==> src/mem_stage_settings.svh <==
`ifndef MEM_STAGE_SETTINGS_SVH
`define MEM_STAGE_SETTINGS_SVH

// register and data width
`define MEM_XLEN 64

// destination register number width
`define MEM_REGNO_W 5

// bytes per memory word
`define MEM_BYTES 8

// 256 words of data memory
`define MEM_DEPTH_LOG2 8

`endif

==> src/mem_stage_pkg.sv <==
`include "mem_stage_settings.svh"

package mem_stage_pkg;

  typedef logic [`MEM_XLEN-1:0]       xlen_t;
  typedef logic [`MEM_REGNO_W-1:0]    regno_t;
  typedef logic [`MEM_BYTES-1:0]      byte_en_t;  // one bit per byte lane
  typedef logic [`MEM_DEPTH_LOG2-1:0] word_idx_t;

  // memory opcodes seen by the stage, everything else is op_none
  typedef enum logic [3:0] {
    op_none = 4'd0,
    op_lb   = 4'd1,
    op_lbu  = 4'd2,
    op_lh   = 4'd3,
    op_lhu  = 4'd4,
    op_lw   = 4'd5,
    op_lwu  = 4'd6,
    op_ld   = 4'd7,
    op_sb   = 4'd8,
    op_sh   = 4'd9,
    op_sw   = 4'd10,
    op_sd   = 4'd11
  } mem_op_e;

  typedef enum logic [1:0] {
    sz_byte  = 2'd0,
    sz_half  = 2'd1,
    sz_word  = 2'd2,
    sz_dword = 2'd3
  } mem_size_e;

endpackage

==> src/mem_request_stage.sv <==
`timescale 1ns/1ps
`include "mem_stage_settings.svh"

module mem_request_stage (
  input  logic                      clk,
  input  logic                      reset,
  input  logic                      flush,
  input  logic                      in_valid,
  input  mem_stage_pkg::mem_op_e    in_op,
  input  mem_stage_pkg::xlen_t      in_alu_result,  // address for loads and stores
  input  mem_stage_pkg::xlen_t      in_rs2_value,   // store data
  input  mem_stage_pkg::regno_t     in_rd_regno,
  input  logic                      in_update_rd,
  output logic                      req_valid,
  output mem_stage_pkg::mem_op_e    req_op,
  output logic                      req_is_store,
  output mem_stage_pkg::word_idx_t  req_word_idx,
  output logic [2:0]                req_byte_off,
  output mem_stage_pkg::byte_en_t   req_byte_en,
  output mem_stage_pkg::xlen_t      req_wdata,
  output mem_stage_pkg::xlen_t      req_alu_result,
  output mem_stage_pkg::regno_t     req_rd_regno,
  output logic                      req_update_rd
);
  import mem_stage_pkg::*;

  mem_size_e  size;
  logic       is_store;
  logic [2:0] byte_off;
  byte_en_t   size_mask;
  byte_en_t   byte_en;
  xlen_t      wdata;

  // access width from the opcode
  always_comb begin
    case (in_op)
      op_lb, op_lbu, op_sb: size = sz_byte;
      op_lh, op_lhu, op_sh: size = sz_half;
      op_lw, op_lwu, op_sw: size = sz_word;
      default:              size = sz_dword;  // ld, sd, op_none
    endcase
  end

  assign is_store = (in_op == op_sb) || (in_op == op_sh) ||
                    (in_op == op_sw) || (in_op == op_sd);

  // offset bits below the access size are ignored
  always_comb begin
    case (size)
      sz_byte: begin
        byte_off  = in_alu_result[2:0];
        size_mask = byte_en_t'(8'h01);
      end
      sz_half: begin
        byte_off  = {in_alu_result[2:1], 1'b0};
        size_mask = byte_en_t'(8'h03);
      end
      sz_word: begin
        byte_off  = {in_alu_result[2], 2'b00};
        size_mask = byte_en_t'(8'h0f);
      end
      default: begin
        byte_off  = 3'd0;
        size_mask = '1;
      end
    endcase
  end

  // move the low bytes of rs2 up into the addressed lane
  assign wdata   = in_rs2_value << {byte_off, 3'b000};
  assign byte_en = is_store ? byte_en_t'(size_mask << byte_off) : '0;  // loads write nothing

  always_ff @(posedge clk) begin
    if (reset) begin
      req_valid <= 1'b0;
    end else begin
      req_valid <= in_valid & ~flush;  // flush drops the incoming item
    end
  end

  always_ff @(posedge clk) begin
    req_op         <= in_op;
    req_is_store   <= is_store;
    req_word_idx   <= in_alu_result[3 +: `MEM_DEPTH_LOG2];  // address bits above the offset
    req_byte_off   <= byte_off;
    req_byte_en    <= byte_en;
    req_wdata      <= wdata;
    req_alu_result <= in_alu_result;
    req_rd_regno   <= in_rd_regno;
    req_update_rd  <= in_update_rd;
  end

endmodule

==> config.mk <==
export PLATFORM = sky130hd
export DESIGN_NAME = mem_request_stage
export DESIGN_NICKNAME = d
export VERILOG_FILES = /design/src/mem_stage_pkg.sv /design/src/mem_request_stage.sv
export VERILOG_INCLUDE_DIRS = /design/src /design/src/src
export SDC_FILE = /design/constraint.sdc
export NUM_CORES = 1
export LEC_CHECK = 0
export BUFFER_PORTS_ARGS = -buffer_cell sky130_fd_sc_hd__buf_4
export CORE_MARGIN = 8
export CORE_UTILIZATION = 48
export DETAILED_ROUTE_END_ITERATION = 10
export PLACE_DENSITY = 0.94
export SYNTH_ARGS = -nofsm -noshare
export SYNTH_HDL_FRONTEND = slang
export SYNTH_SLANG_ARGS = --single-unit
==> constraint.sdc <==
create_clock -name clk -period 3.8 [get_ports clk]
set_clock_uncertainty 0.05 [all_clocks]
set_input_delay 0.19 -clock clk [delete_from_list [all_inputs] [get_ports clk]]
set_output_delay 0.19 -clock clk [all_outputs]
set_load 0.03 [all_outputs]
==> summary.md <==
| Metric | Value |
|---|---|
| Residual DRC | 0 |
| Effective utilization at floorplan | 48.4% |
| Routed wl met2 | 13,200 um |
| Setup crit start kind | primary input |
| Synth Net Count | 725 |
| Clk slew on worst S/H paths | 0.07 ns |
| # IOs | approximately 300 |
| Largest net degree at the start of global routing | 52 |
| Post-synth EDFFs | 0 |
| CP cell instances | dlygate4sd3_1, buf_4, inv_1, ha_1, mux2i_1, a21o_1, o21ai_1, a221oi_1, mux2i_1 |
| Worst Path Buf+Inv | 3 |
| Setup TNS | 0 ns |
| TritonRoute pass-1 iters | 7 |
| Non-Filler Instances | 1,092 |
| Worst Tran Pin Value | roughly 1.4 ns |
| Most used cell, CP | mux2i_1 |
| Final WL | between 20,000 and 30,000 um |
| First-pass GRT wire length | about 41,000 um |
| Iteration-0 DRC Markers | roughly 1.2k |
| Maxcap violations | 0 |
| Fmax | between 200 and 300 MHz |
| RSZ-0062 raised after global routing | no |
| Share of layout cells above drive strength 1 | a little under two fifths |
| Post-Syn Area | 5740 sq um |
| Vias in the first global route | 6,373 |
| Clk sinks | 151 |
| H-tree depth | 4 |
| Synth top area cells | dfxtp_1 53%, nor2_1 4.4%, mux2i_1 4.4% |
| Core area | 11,900 sq um |
| # placed instances | 977 |
| Post-layout minimum cycle time | approximately 3.5 ns |
| Total global-route track usage | about a third |
| Remaining Overflow, GRT | 0 |
| Distinct cells, synth | 54 |
| Register Area | 3020 sq um |
| Synth area leader | dfxtp_1 |
| CTS tree | yes |
| Area Growth Syn to Fin | 62.8% |
| Initial antenna violation count | 1 |
| Worst EP required | 4.03 ns |
| Worst min-delay path category | in -> reg |
| Ys async rst share | 0% |
| Die Y | 125 um |
| Top-area cell type share of the netlist area | 52.6% |
| Vias | 6,626 |
| Met3 WL | 3070 um |
| Final #Nets | 1,079 |
| Synthesized area per cell | roughly 9.9 sq um |
| Fin. Hold Viols | 0 |
| Number of vias per cell | 6.07 |
| Chip width | 125 um |
| Slowest-stage cell, CP | o21ai_1 |
| Post-Route M1 WL | 9980 um |
| Arr. time, crit path | 3.74 ns |
| Post-CTS Setup Repair Bufs | 0 |
| CP max stage delay | 0.69 ns |
| Ant diodes | 0 |
| CP Class | in -> reg |
| Worst setup margin | 0.293 ns |
| Primary FF master, synth | dfxtp_1 |
| Num CTS Buffers | 17 |
| Slew margin rel. | 6.67% |
| Synthesized flop and latch total | roughly 150 |
| Post-DR wirelength/cell | about 25 um |
| Post-synthesis cell count | 578 |
| Detail Placement HPWL | 17,500 um |
| Bufs on Longest Clock Path | 2 |
| CP Capture Type | flop |
| Multi-input gate area | 2350 sq um |
| Num rows | 40 |
| Filler cells | 691 |
| Root buf cell | clkbuf_16 |
| Die Area | 15,700 sq um |
| Util after Layout | between 70% and 80% |
| Crit-path max FO | 20 |
| Outcome | finished clean |
| PortBufs | 300 |
| Gpl congestion | 0.929 |
| Tot Pwr | 4.70 mW |
| Pre-CTS WS | just over 0.7 ns |
| VDD IR max | 0.335 mV |
| CP delay by family, top | compound AO/OA/AOI/OAI gates |
| DRT antenna net count | 0 |
| Final Cycle Share | about 92% |
| Lkg Pwr | 4.36 nW |
| Pwr/cell area | between 500 and 600 nW/um^2 |
| Synth Warn # | 0 |
| Top sig layer | met5 |
| Sequential share of the synthesized area | a little over half |
| Final Max Slew Viols | 0 |
| Final setup viols | 0 |
through the flow:
step / area (sq um) / hold WS (ns)
4_1_cts: 9350 / 0.00191
5_1_grt: 9350 / 0.0404
6_report: 9350 / 0.0223
2_1_floorplan: 5740 / 0.168
3_5_place_dp: 7920 / 0.246
3_3_place_gp: 7920 / 0.244
cells in the final DEF, fill, tap and decap left out, types with 7 or more instances in the layout:
cell	count
buf_4	308
nor2_1	68
dfxtp_1	151
o22ai_1	9
a311o_1	9
and3_1	22
o221ai_1	7
inv_1	12
mux2i_1	25
a222oi_1	9
o211ai_1	8
nand3_1	18
o21ai_1	10
o31ai_1	8
nor3_1	11
nand2_1	19
a21oi_1	31
dlygate4sd3_1	83
o21ai_0	15
a2111oi_0	9
clkbuf_16	17
repair_timing:
item	4_1_cts	5_1_grt
hold buffers	83	0
gates resized for setup	0	0
endpoints found under the hold margin	89	0
worst paths after layout:
kind,from,depth (start not counted),to
setup / recovery,in_op[0],9,req_wdata[61]$_DFF_P_
hold / removal,in_rs2_value[2],2,req_wdata[2]$_SDFF_PP0_
kinds of logic after synthesis:
kind of cell	Yosys count	synth area share, %
buffers and inverters	70	6.54
adders and majority gates	5	1.09
AOI/OAI and AO/OA	165	21.1
DFF	151	52.6
and+or+nand+nor	158	13.5
muxes	29	5.14
synth_stat cells, types with 7 or more instances:
library cell	n
mux2i_1	25
o21ai_0	15
dfxtp_1	151
nand2_1	19
o21ai_1	10
clkbuf_1	14
o211ai_1	8
a222oi_1	9
a2111oi_0	9
nand3_1	18
buf_2	21
and3_1	22
o22ai_1	9
nor2_1	68
nor3_1	11
o221ai_1	7
a311o_1	9
buf_4	11
a21oi_1	31
inv_1	12
o31ai_1	8
area by class of cell:
class	count	share of cell area [%]
Clock buffer	17	4.55
Clock inverter	15	1.83
Inverter	14	0.562
Multi-Input combinational cell	357	25.1
Sequential cell	151	32.3
Tap cell	147	1.97
Timing Repair Buffer	391	33.6
routing by layer:
layer	up-vias	track usage, %
li1	2839	-
met1	3003	37.8
met2	629	56.3
met3	153	11.2
met4	2	18.4
met5	-	0
flip-flops by register name, summed over array words and instances, names as in the netlist:
name,cells
req_alu_result,64
req_byte_en,8
req_byte_off,3
req_is_store,1
req_op,4
req_rd_regno,5
req_update_rd,1
req_valid,1
req_wdata,64
power breakdown:
part / internal, mW / switching, mW / total (mW)
Sequential: 1.73 / 0.0560 / 1.78
Clock: 0.982 / 0.737 / 1.72
Combinational: 0.474 / 0.724 / 1.20
Total: 3.18 / 1.52 / 4.70
(Power assumes the default switching activity.)
