`config.mk`:
```
export PLATFORM = sky130hd
export DESIGN_NAME = load_align_stage
export DESIGN_NICKNAME = d
export VERILOG_FILES = /design/src/mem_stage_pkg.sv /design/src/load_align_stage.sv
export VERILOG_INCLUDE_DIRS = /design/src /design/src/src
export SDC_FILE = /design/constraint.sdc
export NUM_CORES = 1
export LEC_CHECK = 0
export ABC_AREA = 1
export BUFFER_PORTS_ARGS = -buffer_cell sky130_fd_sc_hd__buf_4
export CAP_MARGIN = 20
export CELL_PAD_IN_SITES_DETAIL_PLACEMENT = 1
export CELL_PAD_IN_SITES_GLOBAL_PLACEMENT = 2
export CORE_UTILIZATION = 24
export DETAILED_ROUTE_END_ITERATION = 10
export GPL_TIMING_DRIVEN = 0
export PLACE_DENSITY = 0.91
export SYNTH_ARGS = -nofsm -noshare
export SYNTH_HDL_FRONTEND = slang
export SYNTH_SLANG_ARGS = --single-unit
```
`constraint.sdc`:
```
create_clock -name clk -period 2 [get_ports clk]
set_input_delay 0.5 -clock clk [delete_from_list [all_inputs] [get_ports clk]]
set_output_delay 0.5 -clock clk [all_outputs]
set_load 0.02 [all_outputs]
```
`src/mem_stage_settings.svh`:
```
`ifndef MEM_STAGE_SETTINGS_SVH
`define MEM_STAGE_SETTINGS_SVH

// register and data width
`define MEM_XLEN 64

// destination register number width
`define MEM_REGNO_W 5

// bytes per memory word
`define MEM_BYTES 8

// 256 words of data memory
`define MEM_DEPTH_LOG2 8

`endif

```
`src/mem_stage_pkg.sv`:
```
`include "mem_stage_settings.svh"

package mem_stage_pkg;

  typedef logic [`MEM_XLEN-1:0]       xlen_t;
  typedef logic [`MEM_REGNO_W-1:0]    regno_t;
  typedef logic [`MEM_BYTES-1:0]      byte_en_t;  // one bit per byte lane
  typedef logic [`MEM_DEPTH_LOG2-1:0] word_idx_t;

  // memory opcodes seen by the stage, everything else is op_none
  typedef enum logic [3:0] {
    op_none = 4'd0,
    op_lb   = 4'd1,
    op_lbu  = 4'd2,
    op_lh   = 4'd3,
    op_lhu  = 4'd4,
    op_lw   = 4'd5,
    op_lwu  = 4'd6,
    op_ld   = 4'd7,
    op_sb   = 4'd8,
    op_sh   = 4'd9,
    op_sw   = 4'd10,
    op_sd   = 4'd11
  } mem_op_e;

  typedef enum logic [1:0] {
    sz_byte  = 2'd0,
    sz_half  = 2'd1,
    sz_word  = 2'd2,
    sz_dword = 2'd3
  } mem_size_e;

endpackage

```
`src/load_align_stage.sv`:
```
`timescale 1ns/1ps
`include "mem_stage_settings.svh"

module load_align_stage (
  input  logic                    clk,
  input  logic                    reset,
  input  logic                    flush,
  input  logic                    acc_valid,
  input  mem_stage_pkg::mem_op_e  acc_op,
  input  logic [2:0]              acc_byte_off,
  input  mem_stage_pkg::xlen_t    acc_rdata,
  input  mem_stage_pkg::xlen_t    acc_alu_result,
  input  mem_stage_pkg::regno_t   acc_rd_regno,
  input  logic                    acc_update_rd,
  output logic                    out_valid,
  output mem_stage_pkg::xlen_t    out_mdata,
  output mem_stage_pkg::xlen_t    out_alu_result,
  output mem_stage_pkg::regno_t   out_rd_regno,
  output logic                    out_update_rd
);
  import mem_stage_pkg::*;

  xlen_t lane;
  xlen_t mdata;
  logic  take;

  // addressed lane down to bit 0
  assign lane = acc_rdata >> {acc_byte_off, 3'b000};

  always_comb begin
    case (acc_op)
      op_lb: begin
        mdata = {{(`MEM_XLEN-8){lane[7]}}, lane[7:0]};
      end
      op_lbu: begin
        mdata = {{(`MEM_XLEN-8){1'b0}}, lane[7:0]};
      end
      op_lh: begin
        mdata = {{(`MEM_XLEN-16){lane[15]}}, lane[15:0]};
      end
      op_lhu: begin
        mdata = {{(`MEM_XLEN-16){1'b0}}, lane[15:0]};
      end
      op_lw: begin
        mdata = {{(`MEM_XLEN-32){lane[31]}}, lane[31:0]};
      end
      op_lwu: begin
        mdata = {{(`MEM_XLEN-32){1'b0}}, lane[31:0]};
      end
      op_ld: begin
        mdata = acc_rdata;  // offset is always 0 here
      end
      default: begin
        mdata = '0;  // stores and non-memory ops
      end
    endcase
  end

  assign take = acc_valid & ~flush;

  always_ff @(posedge clk) begin
    if (reset) begin
      out_valid <= 1'b0;
      out_mdata <= '0;
    end else begin
      out_valid <= take;
      if (take) begin
        out_mdata <= mdata;  // held between items
      end
    end
  end

  always_ff @(posedge clk) begin
    out_alu_result <= acc_alu_result;
    out_rd_regno   <= acc_rd_regno;
    out_update_rd  <= acc_update_rd;
  end

endmodule

```
==> results of run 1 <==
## Yosys cell counts (all sizes together)
cell | n | area (sq um)
o21ai | 58 | 298
clkbuf | 23 | 87.6
or2 | 1 | 6.26
nand2 | 426 | 1630
a21oi | 64 | 320
inv | 17 | 63.8
nor3 | 2 | 15.0
dfxtp | 135 | 2700
nand3 | 121 | 606
buf | 40 | 250
nor2 | 14 | 60.1
## kinds of logic (layout without fill, tap and decap cells)
kind of cell	count (synthesis)	after routing	share of synthesized area
buffers and inverters	80	389	0.0665
AND/OR/NAND/NOR	564	564	0.384
AO/OA/AOI/OAI	122	122	0.102
flip-flops	135	135	0.448
## routing by layer
layer	up-vias	track usage	part of all wire
met5	-	0	0.00047
met2	240	0.379	0.50
met3	41	0.0470	0.066
li1	3495	-	-
met1	3317	0.241	0.40
met4	2	0.0892	0.030
## where the power goes
group          internal [mW]  leakage [nW]  switching [mW]
clock                   1.67         0.272            1.32
sequential              2.80          1.12          0.0382
combinational          0.497          3.11           0.730
total                   4.97          4.50            2.09
## area by class of cell
type                            instances  area share
Buffer                                 63      0.0374
Clock buffer                           18      0.0483
Clock inverter                         14      0.0142
Inverter                               17     0.00702
Multi-Input combinational cell        686       0.323
Sequential cell                       135       0.297
Tap cell                              324      0.0446
Timing Repair Buffer                  277       0.229
## what timing repair did
action	CTS	global route
endpoints found under the hold margin	0	0
resized for setup	0	5
buffers inserted	0	0
setup endpoints to repair	0	1
## worst max-delay path by stage
stage | start | end | slack [ps] | cells after the start
2_1_floorplan | acc_byte_off[1] | out_mdata[54]$_SDFFE_PP0P_ | 290 | 11
3_3_place_gp | flush | out_mdata[23]$_SDFFE_PP0P_ | -280 | 6
3_5_place_dp | flush | out_mdata[23]$_SDFFE_PP0P_ | -300 | 6
4_1_cts | acc_byte_off[1] | out_mdata[16]$_SDFFE_PP0P_ | 140 | 10
5_1_grt | acc_byte_off[1] | out_mdata[2]$_SDFFE_PP0P_ | 40 | 10
6_report | acc_byte_off[1] | out_mdata[14]$_SDFFE_PP0P_ | 100 | 10
## flip-flops by register name, summed over array words and instances (netlist names)
register,count
out_alu_result,64
out_mdata,64
out_rd_regno,5
out_update_rd,1
out_valid,1
## through the flow
stage / hold slack [ps] / cells / utilization / setup TNS (ps) / total power [mW]
after floorplan: 528 / 901 / - / 0 / 3.48
after global placement: 456 / 1502 / 0.348 / -5210 / 4.11
after detailed placement: 458 / 1502 / 0.348 / -7060 / 4.13
after CTS: 162 / 1534 / 0.372 / 0 / 7.16
after global routing: 161 / 1534 / 0.372 / 0 / 7.37
final: 177 / 1534 / 0.372 / 0 / 7.06
==> results.py, run 1 <==
metrics = {
    "critical_path": {
        "worstReg2RegStart": "out_mdata[2]$_SDFFE_PP0P_",
        "path_delay_family": "buffers and inverters",
        "crit_required_ps": 2280,
        "worst_r2r_path_depth": 2,
        "setup.worst_path.class": "input port to flip-flop",
        "regToRegSetupSlack_ps": 1340,
        "path_buf_inv": 3,
        "path_common_cell": "nand3_1",
        "max_stage_delay_ps": 520,
        "rr_endpoint": "out_mdata[2]$_SDFFE_PP0P_",
        "critPathLaunchType": "input port",
        "crit_arrival_ps": 2180,
        "cpMaxStageDelayCell": "buf_1",
        "worstPathCellList": "buf_4, buf_2, buf_1, nand3_1, nand3_1, nand3_1, nand2_1, nand3_1, nand2_1, a21oi_1",
        "cp-end-kind": "flip-flop",
        "worstPathMaxFanout": 10,
    },
    "drt": {
        "drt_iter0_markers": 347,
        "vias": 7095,
        "drc": 0,
        "antenna_left": 0,
        "firstDrtPassIters": 5,
        "wl_um": 27500,
        "viasPerCell": 4.63,
        "wire_per_inst_um": 17.9,
    },
    "min_path": {
        "min_to": "out_alu_result[36]$_DFF_P_",
        "min_path_type": "input port to flip-flop",
        "hold_depth": 1,
        "min_from": "acc_alu_result[36]",
    },
    "clock_tree": {
        "h-tree-depth": 4,
        "postCtsHoldBufs": 0,
        "clk_path_buf_depth": 2,
        "cts_sinks": 135,
        "clk-insertion-delay-late_ps": 420,
        "path_clk_slew_ps": 70,
        "cts_tree": "built",
        "cts_buffers": 17,
        "clockRootBuffer": "clkbuf_16",
    },
    "sta": {
        "fin_crit_sh": 0.949,
        "worst_pin_slew_ps": 689,
        "fin_skew_ps": 0,
        "hold_viol_final": 0,
        "worst_slack_ps": 102,
        "fin_crit_ps": 1900,
        "slew_violations": 0,
        "fmax_mhz": 527,
        "setup_violations": 0,
        "rsz0062_at_grt": "false",
        "relSlewSlack": 0.541,
    },
    "layout": {
        "stdcell_area_sq_um": 9090,
        "area_delta_synth_final_pct": 50.6,
        "multiInputGateArea_sq_um": 2930,
        "finalNetCount": 1342,
        "final_common_cell": "nand2_1",
        "final_cell_mix": "nand2_1 (420), buf_4 (284), dfxtp_1 (135)",
        "num_antenna_cells": 0,
        "drive_gt1_frac": 0.300,
        "final-seq-area_sq_um": 2700,
        "num-fill-cells": 3119,
    },
    "grt": {
        "grt-ovfl-total": 0,
        "grt_pass1_vias": 7259,
        "antenna_found_initial": 1,
        "grt_max_degree": 17,
        "grt_pass1_wl_um": 41300,
        "grt_usage": 0.212,
    },
    "status": {
        "outcome": "completed",
    },
    "floorplanning": {
        "die_width_um": 161,
        "core_sq_um": 24500,
        "ioPinCount": 280,
        "rows": 57,
        "dieArea_sq_um": 25800,
        "die_h_um": 161,
        "start_util": 0.247,
    },
    "placement": {
        "gp_congestion": 0.934,
        "dpl_worst_slack_ps": -298,
        "port_buffers": 277,
        "post-dp-hpwl_um": 22200,
        "placed_area_sq_um": 8520,
    },
    "synthesis": {
        "ys_types": 22,
        "syn_avg_cell_area_sq_um": 6.70,
        "synth_fp_nets": 1046,
        "yosysSeqAreaShare": 0.448,
        "synth_seq_cells": 135,
        "postSynthCellCount": 901,
        "ys_warn_count": 0,
        "netlist_area_sq_um": 6040,
    },
    "power": {
        "ir_drop_mv": 0.525,
        "power_leakage_nw": 4.50,
        "powerDensity_nw_per_um2": 776,
    },
    "flow_run": {
        "maxCapViolations": 0,
    },
}
(Power assumes the default switching activity.)
==> inputs of run 2 (changes only) <==
- CORE_UTILIZATION: 24 -> 21
- PLACE_DENSITY: 0.91 -> 0.85
- clock period: 2 -> 1.6 ns (I/O delays scaled with it)
==> results.py, run 2 (synthesis gave the netlist of run 1 again) <==
metrics = {
    "placement": {
        "port_buffers": 277,
        "dpl_worst_slack_ps": -864,
        "gp_congestion": 0.868,
        "post-dp-hpwl_um": 23900,
    },
    "status": {
        "outcome": "completed",
    },
    "sta": {
        "slew_violations": 0,
        "fmax_mhz": 659,
        "rsz0062_at_grt": "true",
        "fin_skew_ps": 0,
        "fin_crit_sh": 0.948,
        "worst_pin_slew_ps": 735,
        "hold_viol_final": 0,
        "fin_setup_tns_ps": 0,
        "worst_slack_ps": 83.6,
        "setup_violations": 0,
        "relSlewSlack": 0.510,
        "fin_crit_ps": 1520,
    },
    "drt": {
        "wl_um": 29200,
        "wire_per_inst_um": 18.4,
        "firstDrtPassIters": 5,
        "antenna_left": 0,
        "drt_iter0_markers": 364,
        "viasPerCell": 4.50,
        "vias": 7147,
        "drc": 0,
    },
    "clock_tree": {
        "path_clk_slew_ps": 70,
        "clk_path_buf_depth": 2,
        "clk-insertion-delay-late_ps": 420,
        "clockRootBuffer": "clkbuf_16",
        "cts_buffers": 17,
        "cts_sinks": 135,
        "postCtsHoldBufs": 0,
        "h-tree-depth": 4,
        "cts_tree": "built",
    },
    "power": {
        "powerDensity_nw_per_um2": 998,
        "power_leakage_nw": 4.56,
        "ir_drop_mv": 0.576,
    },
    "layout": {
        "drive_gt1_frac": 0.309,
        "multiInputGateArea_sq_um": 2980,
        "area_delta_synth_final_pct": 54.1,
        "largestRegisters": "out_alu_result: 64 flops, out_mdata: 64 flops, out_rd_regno: 5 flops",
        "finalNetCount": 1343,
        "num_antenna_cells": 0,
        "final_cell_mix": "nand2_1 (418), buf_4 (286), dfxtp_1 (135)",
        "num-fill-cells": 3539,
        "final_common_cell": "nand2_1",
        "final-seq-area_sq_um": 2700,
    },
    "grt": {
        "grt-ovfl-total": 0,
        "grt_max_degree": 17,
        "grt_pass1_wl_um": 42000,
        "antenna_found_initial": 0,
        "grt_pass1_vias": 7185,
        "grt_usage": 0.195,
    },
    "floorplanning": {
        "ioPinCount": 280,
        "start_util": 0.216,
        "dieArea_sq_um": 29400,
        "die_h_um": 172,
        "core_sq_um": 28000,
        "rows": 61,
        "die_width_um": 172,
    },
    "critical_path": {
        "crit_required_ps": 1890,
        "cp-end-kind": "flip-flop",
        "crit_arrival_ps": 1810,
        "setup.worst_path.class": "input port to flip-flop",
        "regToRegSetupSlack_ps": 930,
        "worstPathMaxFanout": 10,
        "critPathLaunchType": "input port",
    },
    "min_path": {
        "min_path_type": "input port to flip-flop",
    },
    "flow_run": {
        "maxCapViolations": 0,
    },
}
## run 2: cell count changes in the layout (fill, tap and decap cells not counted), moves of 3 or more
cell       before  now
bufinv_16       0    3
clkbuf_4        0    7
buf_2          23   18
nor2_2          3    0
nor2_4          0    3
## run 2: layout make-up
cell class / instances / share of cell area
Multi-Input combinational cell: 686 / 0.320
Sequential cell: 135 / 0.290
Timing Repair Buffer: 279 / 0.225
Tap cell: 378 / 0.0508
Clock buffer: 18 / 0.0461
Buffer: 62 / 0.0401
Clock inverter: 14 / 0.0203
Inverter: 17 / 0.00726
## run 2: per-stage QoR
step,hold WS [ps],utilization,power (mW),std cells,instance area [sq um]
after CTS,56.4,0.329,9.41,1587,9230
after detailed placement,456,0.307,5.17,1556,8590
after global routing,57.5,0.332,9.69,1589,9310
after floorplan,428,-,4.35,901,6040
final,77.7,0.332,9.29,1589,9310
after global placement,454,0.307,5.15,1556,8590
## run 2: repair_timing
item	4_1_cts	5_1_grt
pin swaps	0	1
hold endpoints to repair	0	0
setup buffers	0	2
cloned	0	0
setup endpoints to repair	53	34
gates resized for setup	9	24
## run 2: worst max-delay path: stages
cell and delay [ps]:
buf_4 160, inv_2 110, buf_4 210, clkbuf_4 230, nand3_1 140, nand3_1 110
nand3_1 100, nand2_1 80, nand3_1 110, nand2_1 90, a21oi_1 60
## run 2: where the power goes
| part | leakage, nW | switching, mW | total [mW] | internal [mW] |
|---|---|---|---|---|
| Clock | 0.296 | 1.68 | 4.18 | 2.51 |
| Combinational | 3.15 | 0.931 | 1.57 | 0.636 |
| Sequential | 1.12 | 0.0491 | 3.54 | 3.49 |
| Total | 4.56 | 2.66 | 9.29 | 6.64 |
## run 2: path summary, 6_finish.rpt
| check | startpoint | to | cells after the start |
|---|---|---|---|
| setup / recovery | acc_byte_off[1] | out_mdata[13]$_SDFFE_PP0P_ | 11 |
| hold / removal | acc_alu_result[4] | out_alu_result[4]$_DFF_P_ | 1 |
| setup reg to reg | out_mdata[25]$_SDFFE_PP0P_ | out_mdata[25]$_SDFFE_PP0P_ | 2 |
| hold reg to reg | out_mdata[41]$_SDFFE_PP0P_ | out_mdata[41]$_SDFFE_PP0P_ | 2 |
## run 2: metal layers
layer,share of wire,routed length (um),track usage
met1,0.40,11800,0.224
met2,0.51,15000,0.358
met3,0.065,1900,0.0412
met4,0.017,505,0.0571
met5,0,0,0
